`src/hdl/uart_pkg.sv`:
```
// shared widths, vector types and register map of the UART peripheral
// configuration struct and FSM state encodings
`default_nettype none

package uart_pkg;

    ////////////////////////////////////////////////////////////
    // widths
    ////////////////////////////////////////////////////////////

    localparam int data_w     = 8;                  // one character
    localparam int bit_idx_w  = $clog2(data_w);     // data bit index
    localparam int rate_w     = 8;                  // baud and sample counters
    localparam int fifo_depth = 16;
    localparam int fifo_adr_w = $clog2(fifo_depth); // FIFO pointer
    localparam int fifo_cnt_w = 5;                  // 0 to 16
    localparam int bus_addr_w = 4;
    localparam int bus_data_w = 32;

    typedef logic [data_w-1:0]     uart_data_t;
    typedef logic [rate_w-1:0]     uart_rate_t;     // bit period minus 1
    typedef logic [fifo_cnt_w-1:0] fifo_cnt_t;
    typedef logic [bus_addr_w-1:0] bus_addr_t;
    typedef logic [bus_data_w-1:0] bus_data_t;

    ////////////////////////////////////////////////////////////
    // register map
    ////////////////////////////////////////////////////////////

    localparam bus_addr_t adr_tx_data = 4'd0;   // push TX FIFO
    localparam bus_addr_t adr_tx_cnt  = 4'd1;   // TX occupancy, read only
    localparam bus_addr_t adr_tx_bdr  = 4'd2;
    localparam bus_addr_t adr_tx_irq  = 4'd4;   // TX low watermark
    localparam bus_addr_t adr_rx_data = 4'd8;   // pop RX FIFO
    localparam bus_addr_t adr_rx_cnt  = 4'd9;
    localparam bus_addr_t adr_rx_bdr  = 4'd10;
    localparam bus_addr_t adr_rx_smp  = 4'd11;  // start bit sample phase
    localparam bus_addr_t adr_rx_irq  = 4'd12;  // RX high watermark

    typedef struct packed {
        uart_rate_t tx_bdr;
        uart_rate_t rx_bdr;
        uart_rate_t rx_smp;
        fifo_cnt_t  tx_irq;
        fifo_cnt_t  rx_irq;
    } uart_cfg_t;

    localparam uart_cfg_t cfg_rst = '0;

    typedef enum logic [1:0] {ser_idle, ser_start, ser_data, ser_stop} ser_state_t;
    typedef enum logic [1:0] {des_idle, des_start, des_data, des_stop} des_state_t;

endpackage

`default_nettype wire

```
`src/hdl/uart_des.sv`:
```
// UART deserializer
// start bit check at the sample phase, then one sample per bit period
`timescale 1ns/10ps
`default_nettype none

module uart_des (
    input  logic                 clk,
    input  logic                 rst,
    input  uart_pkg::uart_rate_t cfg_bdr,  // bit period minus 1
    input  uart_pkg::uart_rate_t cfg_smp,  // start bit sample point
    input  logic                 rxd,
    output logic                 vld,      // one clock per good frame
    output uart_pkg::uart_data_t dat
);

    logic                           rxd_s1;
    logic                           rxd_s2;   // synchronized line
    uart_pkg::des_state_t           state;
    uart_pkg::uart_rate_t           cnt;      // clocks since last sample
    logic [uart_pkg::bit_idx_w-1:0] idx;
    uart_pkg::uart_data_t           shr;
    logic                           smp_bit;  // bit period elapsed

    ////////////////////////////////////////////////////////////
    // input synchronizer
    ////////////////////////////////////////////////////////////

    always_ff @(posedge clk, posedge rst) begin
        if (rst) begin
            rxd_s1 <= 1'b1;
            rxd_s2 <= 1'b1;
        end else begin
            rxd_s1 <= rxd;
            rxd_s2 <= rxd_s1;
        end
    end

    ////////////////////////////////////////////////////////////
    // frame FSM
    ////////////////////////////////////////////////////////////

    assign smp_bit = (cnt == cfg_bdr);

    always_ff @(posedge clk, posedge rst) begin
        if (rst) begin
            state <= uart_pkg::des_idle;
            cnt   <= '0;
            idx   <= '0;
        end else begin
            cnt <= cnt + 1'b1;
            case (state)
                uart_pkg::des_idle: begin
                    cnt <= '0;
                    if (!rxd_s2) state <= uart_pkg::des_start;  // falling edge
                end
                uart_pkg::des_start: if (cnt == cfg_smp) begin
                    cnt   <= '0;
                    idx   <= '0;
                    // glitch goes back to idle
                    state <= rxd_s2 ? uart_pkg::des_idle : uart_pkg::des_data;
                end
                uart_pkg::des_data: if (smp_bit) begin
                    cnt <= '0;
                    idx <= idx + 1'b1;
                    if (idx == '1) state <= uart_pkg::des_stop;
                end
                uart_pkg::des_stop: if (smp_bit) begin
                    state <= uart_pkg::des_idle;  // low stop bit just drops the byte
                end
                default: state <= uart_pkg::des_idle;
            endcase
        end
    end

    // LSB arrives first, shift towards bit 0
    always_ff @(posedge clk) begin
        if ((state == uart_pkg::des_data) && smp_bit) shr <= {rxd_s2, shr[7:1]};
    end

    assign vld = (state == uart_pkg::des_stop) && smp_bit && rxd_s2;
    assign dat = shr;

    assert property (@(posedge clk) disable iff (rst)
        vld |=> !vld)
        else $error("deserializer vld held two cycles");

endmodule

`default_nettype wire

```
`src/hdl/uart_fifo.sv`:
```
// synchronous character FIFO with valid/ready on both sides
// occupancy count output for status and interrupts
`timescale 1ns/10ps
`default_nettype none

module uart_fifo (
    input  logic                 clk,
    input  logic                 rst,
    // write side
    input  logic                 in_vld,
    input  uart_pkg::uart_data_t in_dat,
    output logic                 in_rdy,   // not full
    // read side
    output logic                 out_vld,  // not empty
    output uart_pkg::uart_data_t out_dat,  // head entry
    input  logic                 out_rdy,
    // status
    output uart_pkg::fifo_cnt_t  cnt
);

    uart_pkg::uart_data_t mem [uart_pkg::fifo_depth];
    logic [uart_pkg::fifo_adr_w-1:0] wr_ptr;  // wraps at depth
    logic [uart_pkg::fifo_adr_w-1:0] rd_ptr;
    logic push;
    logic pop;

    assign in_rdy  = (cnt != uart_pkg::fifo_cnt_t'(uart_pkg::fifo_depth));
    assign out_vld = (cnt != '0);
    assign out_dat = mem[rd_ptr];

    assign push = in_vld & in_rdy;
    assign pop  = out_vld & out_rdy;  // read strobe on empty is harmless

    ////////////////////////////////////////////////////////////
    // pointers and occupancy
    ////////////////////////////////////////////////////////////

    always_ff @(posedge clk, posedge rst) begin
        if (rst) begin
            wr_ptr <= '0;
            rd_ptr <= '0;
            cnt    <= '0;
        end else begin
            if (push) wr_ptr <= wr_ptr + 1'b1;
            if (pop)  rd_ptr <= rd_ptr + 1'b1;
            case ({push, pop})
                2'b10:   cnt <= cnt + 1'b1;
                2'b01:   cnt <= cnt - 1'b1;
                default: cnt <= cnt;        // idle or push+pop
            endcase
        end
    end

    // storage
    always_ff @(posedge clk) begin
        if (push) mem[wr_ptr] <= in_dat;
    end

    // occupancy bounded by depth
    assert property (@(posedge clk) disable iff (rst)
        cnt <= uart_pkg::fifo_cnt_t'(uart_pkg::fifo_depth))
        else $error("fifo count above depth");

    // pointers meet whenever the FIFO is empty
    assert property (@(posedge clk) disable iff (rst)
        (cnt == '0) |-> (rd_ptr == wr_ptr))
        else $error("fifo pointers apart while empty");

endmodule

`default_nettype wire

```
`src/hdl/uart_periph.sv`:
```
// UART peripheral top on a single-cycle register bus
// register decode, config registers, TX and RX channels, interrupts
`timescale 1ns/10ps
`default_nettype none

module uart_periph (
    input  logic                clk,
    input  logic                rst,
    // write bus
    input  logic                wen,
    input  uart_pkg::bus_addr_t wad,
    input  uart_pkg::bus_data_t wdt,
    // read bus
    input  logic                ren,
    input  uart_pkg::bus_addr_t rad,
    output uart_pkg::bus_data_t rdt,
    // serial line
    input  logic                rxd,
    output logic                txd,
    // interrupts
    output logic                irq_tx,  // TX FIFO below watermark
    output logic                irq_rx   // RX FIFO above watermark
);

    uart_pkg::uart_cfg_t  cfg;
    // bus side of the FIFOs
    logic                 tx_bus_vld, tx_bus_rdy;
    logic                 rx_bus_vld, rx_bus_rdy;
    uart_pkg::uart_data_t rx_bus_dat;
    // serial side of the FIFOs
    logic                 tx_str_vld, tx_str_rdy;
    logic                 rx_str_vld;
    uart_pkg::uart_data_t tx_str_dat, rx_str_dat;
    uart_pkg::fifo_cnt_t  tx_cnt, rx_cnt;

    ////////////////////////////////////////////////////////////
    // register writes
    ////////////////////////////////////////////////////////////

    always_ff @(posedge clk, posedge rst) begin
        if (rst) begin
            cfg <= uart_pkg::cfg_rst;
        end else if (wen) begin
            case (wad)
                uart_pkg::adr_tx_bdr: cfg.tx_bdr <= wdt[uart_pkg::rate_w-1:0];
                uart_pkg::adr_tx_irq: cfg.tx_irq <= wdt[uart_pkg::fifo_cnt_w-1:0];
                uart_pkg::adr_rx_bdr: cfg.rx_bdr <= wdt[uart_pkg::rate_w-1:0];
                uart_pkg::adr_rx_smp: cfg.rx_smp <= wdt[uart_pkg::rate_w-1:0];
                uart_pkg::adr_rx_irq: cfg.rx_irq <= wdt[uart_pkg::fifo_cnt_w-1:0];
                default: ;  // data and counts handled elsewhere
            endcase
        end
    end

    assign tx_bus_vld = wen && (wad == uart_pkg::adr_tx_data);  // dropped when full

    ////////////////////////////////////////////////////////////
    // register reads
    ////////////////////////////////////////////////////////////

    always_comb begin
        case (rad)
            uart_pkg::adr_tx_cnt:  rdt = uart_pkg::bus_data_t'(tx_cnt);
            uart_pkg::adr_tx_bdr:  rdt = uart_pkg::bus_data_t'(cfg.tx_bdr);
            uart_pkg::adr_tx_irq:  rdt = uart_pkg::bus_data_t'(cfg.tx_irq);
            uart_pkg::adr_rx_data: rdt = rx_bus_vld ? uart_pkg::bus_data_t'(rx_bus_dat) : '0;
            uart_pkg::adr_rx_cnt:  rdt = uart_pkg::bus_data_t'(rx_cnt);
            uart_pkg::adr_rx_bdr:  rdt = uart_pkg::bus_data_t'(cfg.rx_bdr);
            uart_pkg::adr_rx_smp:  rdt = uart_pkg::bus_data_t'(cfg.rx_smp);
            uart_pkg::adr_rx_irq:  rdt = uart_pkg::bus_data_t'(cfg.rx_irq);
            default:               rdt = '0;  // incl. TX data
        endcase
    end

    assign rx_bus_rdy = ren && (rad == uart_pkg::adr_rx_data);  // pop on read

    ////////////////////////////////////////////////////////////
    // channels
    ////////////////////////////////////////////////////////////

    uart_fifo tx_fifo (
        .clk (clk), .rst (rst),
        .in_vld  (tx_bus_vld), .in_dat (wdt[uart_pkg::data_w-1:0]), .in_rdy (tx_bus_rdy),
        .out_vld (tx_str_vld), .out_dat (tx_str_dat), .out_rdy (tx_str_rdy),
        .cnt     (tx_cnt)
    );

    uart_ser tx_ser (
        .clk (clk), .rst (rst), .cfg_bdr (cfg.tx_bdr),
        .vld (tx_str_vld), .dat (tx_str_dat), .rdy (tx_str_rdy), .txd (txd)
    );

    uart_fifo rx_fifo (
        .clk (clk), .rst (rst),
        .in_vld  (rx_str_vld), .in_dat (rx_str_dat), .in_rdy (),  // full drops bytes
        .out_vld (rx_bus_vld), .out_dat (rx_bus_dat), .out_rdy (rx_bus_rdy),
        .cnt     (rx_cnt)
    );

    uart_des rx_des (
        .clk (clk), .rst (rst), .cfg_bdr (cfg.rx_bdr), .cfg_smp (cfg.rx_smp),
        .rxd (rxd), .vld (rx_str_vld), .dat (rx_str_dat)
    );

    assign irq_tx = (tx_cnt < cfg.tx_irq);
    assign irq_rx = (rx_cnt > cfg.rx_irq);

    // accepted bus write lands in the TX count
    assert property (@(posedge clk) disable iff (rst)
        tx_bus_vld && tx_bus_rdy && !(tx_str_vld && tx_str_rdy)
        |=> tx_cnt == $past(tx_cnt) + 1'b1)
        else $error("TX count missed a bus write");

    // bus read of a non-empty RX FIFO drops the count by one
    assert property (@(posedge clk) disable iff (rst)
        rx_bus_rdy && rx_bus_vld && !rx_str_vld
        |=> rx_cnt == $past(rx_cnt) - 1'b1)
        else $error("RX count missed a bus read");

endmodule

`default_nettype wire

```
`src/hdl/uart_ser.sv`:
```
// UART serializer
// 1 start bit, 8 data bits LSB first, 1 stop bit
`timescale 1ns/10ps
`default_nettype none

module uart_ser (
    input  logic                 clk,
    input  logic                 rst,
    input  uart_pkg::uart_rate_t cfg_bdr,  // bit period minus 1
    input  logic                 vld,
    input  uart_pkg::uart_data_t dat,
    output logic                 rdy,
    output logic                 txd
);

    uart_pkg::ser_state_t            state;
    uart_pkg::uart_rate_t            cnt;    // counts down to bit end
    logic [uart_pkg::bit_idx_w-1:0]  idx;    // data bit on the line
    uart_pkg::uart_data_t            shr;    // next bit in shr[0]
    logic                            bit_end;

    assign rdy     = (state == uart_pkg::ser_idle);
    assign bit_end = (cnt == '0);

    always_ff @(posedge clk, posedge rst) begin
        if (rst) begin
            state <= uart_pkg::ser_idle;
            cnt   <= '0;
            idx   <= '0;
            txd   <= 1'b1;  // idle line
        end else begin
            case (state)
                uart_pkg::ser_idle: if (vld) begin
                    state <= uart_pkg::ser_start;
                    cnt   <= cfg_bdr;
                    txd   <= 1'b0;              // start bit
                end
                uart_pkg::ser_start: if (bit_end) begin
                    state <= uart_pkg::ser_data;
                    cnt   <= cfg_bdr;
                    idx   <= '0;
                    txd   <= shr[0];            // bit 0
                end else cnt <= cnt - 1'b1;
                uart_pkg::ser_data: if (bit_end) begin
                    cnt <= cfg_bdr;
                    if (idx == '1) begin
                        state <= uart_pkg::ser_stop;
                        txd   <= 1'b1;          // stop bit
                    end else begin
                        idx <= idx + 1'b1;
                        txd <= shr[0];
                    end
                end else cnt <= cnt - 1'b1;
                // leave one clock early, idle cycle completes the stop bit
                uart_pkg::ser_stop: if (cnt <= uart_pkg::uart_rate_t'(1)) begin
                    state <= uart_pkg::ser_idle;
                end else cnt <= cnt - 1'b1;
                default: state <= uart_pkg::ser_idle;
            endcase
        end
    end

    // shift register, loaded on accept
    always_ff @(posedge clk) begin
        if (rdy && vld) shr <= dat;
        else if (bit_end && (state != uart_pkg::ser_idle) && (state != uart_pkg::ser_stop))
            shr <= shr >> 1;
    end

    assert property (@(posedge clk) disable iff (rst)
        (state == uart_pkg::ser_idle) |-> txd)
        else $error("txd low while serializer idle");

endmodule

`default_nettype wire

```
`config.mk`:
```
export PLATFORM = sky130hd
export DESIGN_NAME = uart_periph
export DESIGN_NICKNAME = d
export VERILOG_FILES = /design/src/hdl/uart_pkg.sv /design/src/hdl/uart_des.sv /design/src/hdl/uart_fifo.sv /design/src/hdl/uart_periph.sv /design/src/hdl/uart_ser.sv
export SDC_FILE = /design/constraint.sdc
export NUM_CORES = 1
export LEC_CHECK = 0
export BUFFER_PORTS_ARGS = -buffer_cell sky130_fd_sc_hd__buf_2
export CAP_MARGIN = 20
export CORE_MARGIN = 1.5
export CORE_UTILIZATION = 45
export CTS_BUF_LIST = sky130_fd_sc_hd__clkbuf_8
export DETAILED_ROUTE_END_ITERATION = 16
export PLACE_DENSITY = 0.66
export SLEW_MARGIN = 5
export SYNTH_ARGS = -nofsm -noshare
export SYNTH_HDL_FRONTEND = slang
export SYNTH_SLANG_ARGS = --single-unit
```
`constraint.sdc`:
```
create_clock -name clk -period 6.33 [get_ports clk]
set_input_delay 0.633 -clock clk [delete_from_list [all_inputs] [get_ports clk]]
set_output_delay 0.633 -clock clk [all_outputs]
set_load 0.02 [all_outputs]
```
==> metrics <==
P&R area growth vs syn=11.43%; starting density of the core=45.63%; most frequent cells after synthesis=edfxtp_1, dfrtp_1, mux4_2; antenna violations before repair=1; Ys Warns=0; clock root buffer master=clkbuf_8; DRT antenna net count=0; post-DR wirelength/cell=20.04 um; post-synthesis mux area share=14.95%; Die Span Y=roughly 190 um; Yosys top cell area share=50.45%; Vias/cell=5.364; crit path kind=reg2out; first-pass GRT wire length=49650 um; PwrDens=403.7 nW/um^2; grt ovf=0; Core Area=35480 sq um; Max FO, Critical Path=35; Reg clk slew, reported paths=roughly 0.060 ns; total track usage=17.85%; min Tclk post-route=3.884 ns; largest net degree at the start of global routing=about 70; Synth Register Bits=361; WP data required=between 5 and 6 ns; Port Buffer Count=31; Logic pwr share=approximately 27%; final wirelength=31600 um; Max transition margin=37.12%; critical path startpoint category=register; GPL Wtd Cong=0.8335; post-CTS sizing=0; drt first-iter violations=between 500 and 600; final design area excluding fillers=18040 sq um; Final Setup Violations=0; post-synth top area cell=edfxtp_1; Slew Limit Fails=0; vias in the first global route=8620; Total Neg Setup Slack=0 ns; Row Count=69; Sequential Area=approximately 10000 sq um; nets=1155; Sw Pwr=2268 uW; die area=37120 sq um; Final Hold Violating Endpoints=0; status=complete, no violations; clock tree buffer depth=3; die width=192.7 um; drt drc=0; Highest Clock Rate=257.4 MHz; Synth area leaders=edfxtp_1, dfrtp_1, mux4_2; filler cell count=approximately 2900; Synth Area in Adders=3.602%; VDD IR max=0.4568 mV; clock sinks=361; DRT Pass-1 Iters=5; worst skew pair latency=0.64 ns; Avg Cell Area, Syn=16.16 sq um; Worst-Margin Slew=~0.94 ns; H-tree Lvls=2; Synth Flop Type=edfxtp_1; Post-synth EDFFs=between 200 and 300; distinct cell type count after synthesis=67; Lkg Pwr=0.006660 uW; layout cells sized above 1=23.50%; multi-input logic area=5315 sq um; register area share after synthesis=between 60% and 70%; detailed-route via count=approximately 8500; clock share of power=a little under a third; total CTS buffers=59; asr flop ratio synth=between 20 and 25%; top-count cell post-synth=edfxtp_1; Worst setup EP type=primary output; Ports=80; largest family of logic cells by synthesized area=multiplexers; post-CTS setup buffer count=0; P_int=between 5000 and 6000 uW; dpl hpwl=20620 um; worst endpoint data arrival time=3.25 ns; clk_skew=0.02610 ns; part of the power in registers=42.5%; XOR/XNOR Fraction of Synth Area=2.489%; Post-Syn Area=around 16000 sq um; max cap viols=0; post-route clock period utilization=61.37%; Synth Area in Compound Gates=under 10%; Hold Crit Class=in2reg; RSZ-0062 raised after global routing=false; Synth Instances=1002; Synth Area in Simple Gates=6.608%; Sw Share=between 30% and 40%; placed instance area=16690 sq um; CTS tree=built
## critical path, cell delays in order (launching register included)
cell and delay [ns]:
dfrtp_2 0.34, buf_4 0.52, mux4_1 0.65, mux4_2 0.49, inv_1 0.14, o221ai_1 0.22, buf_2 0.23
## state kept, by name, summed over array words and instances (netlist names), 3 cells and up, named ones only
signal / cells
tx_fifo.wr_ptr: 4
tx_fifo.rd_ptr: 4
rx_des.cnt: 8
rx_fifo.rd_ptr: 4
tx_fifo.cnt: 5
tx_fifo.mem: 128
cfg: 34
rx_fifo.wr_ptr: 4
rx_des.idx: 3
tx_ser.cnt: 8
tx_ser.idx: 3
rx_fifo.cnt: 5
rx_fifo.mem: 128
rx_des.dat: 8
tx_ser.shr: 8
## power groups by stage
stage | sequential, uW | combinational (uW) | clock [uW]
2_1_floorplan | 2940 | 1730 | 0
3_3_place_gp | 3140 | 1940 | 0
3_5_place_dp | 3140 | 1970 | 0
4_1_cts | 3100 | 1980 | 2290
5_1_grt | 3130 | 2190 | 2390
6_report | 3090 | 1960 | 2230
## through the flow
stage	hold WS [ns]	power (uW)	instances	worst slack (ns)	util [%]
2_1_floorplan	0.3452	4671	1025	3.126	-
4_1_cts	0.02258	7365	1575	2.419	50.81
3_3_place_gp	0.3848	5082	1462	2.615	47.05
3_5_place_dp	0.3851	5110	1462	2.580	47.05
5_1_grt	0.03778	7713	1577	2.300	50.84
6_report	0.07980	7283	1577	2.446	50.84
## final timing paths
check / startpoint / endpoint / slack (ns) / cells after the start
max: rx_fifo.rd_ptr[0]$_DFFE_PP0P_ / rdt[7] / 2.45 / 6
min in group asynchronous: rst / tx_fifo.cnt[3]$_DFFE_PP0P_ / 0.48 / 3
min: rxd / rx_des.rxd_s1$_DFF_PP1_ / 0.08 / 1
min reg2reg: rx_des.rxd_s1$_DFF_PP1_ / rx_des.rxd_s2$_DFF_PP1_ / 0.39 / 0
max reg2reg: rx_des.cnt[0]$_DFF_PP0_ / rx_fifo.cnt[4]$_DFFE_PP0P_ / 2.85 / 14
max in group asynchronous: rst / tx_fifo.rd_ptr[2]$_DFFE_PP0N_ / 4.59 / 4
## final cells by class
type | instances | share of cell area (%)
clock inverters | 49 | 2.545
repair buffers | 44 | 1.415
clock buffers | 63 | 4.806
inverters | 42 | 0.8878
multi-input cells | 556 | 29.46
flip-flops and latches | 361 | 57.67
well taps | 461 | 3.197
diodes | 1 | 0.01387
## logic make-up after synthesis
family | after synthesis
flip-flops | 361
AND/OR/NAND/NOR | 202
multiplexers | 131
buffers and inverters | 108
AO/OA/AOI/OAI | 107
adder cells (fa/ha/maj) | 46
XOR/XNOR | 46
other | 1
## cell usage in the layout, fill, tap and decap left out, types with 9 or more instances in the layout
| cell type | count |
|---|---|
| clkinv_2 | 19 |
| xnor2_1 | 32 |
| nor2b_1 | 11 |
| xor2_1 | 14 |
| o21ai_0 | 37 |
| inv_1 | 47 |
| and3_1 | 9 |
| clkinv_1 | 11 |
| nand2_1 | 62 |
| nand2b_1 | 10 |
| nor2_1 | 32 |
| edfxtp_1 | 272 |
| mux4_2 | 64 |
| and2_1 | 21 |
| mux2_2 | 38 |
| a21oi_1 | 18 |
| ha_1 | 45 |
| nand3_1 | 9 |
| buf_2 | 31 |
| clkbuf_8 | 63 |
| mux2i_1 | 13 |
| conb_1 | 24 |
| mux4_1 | 16 |
| buf_4 | 11 |
| nand4_1 | 11 |
| dfrtp_1 | 82 |
## what timing repair did
| item | CTS | global route |
|---|---|---|
| endpoints found under the hold margin | 17 | 0 |
| endpoints found under the setup margin | 0 | 0 |
| hold buffers | 1 | 0 |
## layer usage
metal	global-route usage [%]	vias up	share of wire, %
met4	6.052	0	2.2
met2	28.37	171	48
met3	3.764	52	4.2
met5	0	-	0
li1	-	3941	-
met1	24.44	4295	46
No activity file was read; power rests on OpenSTA's default activity.
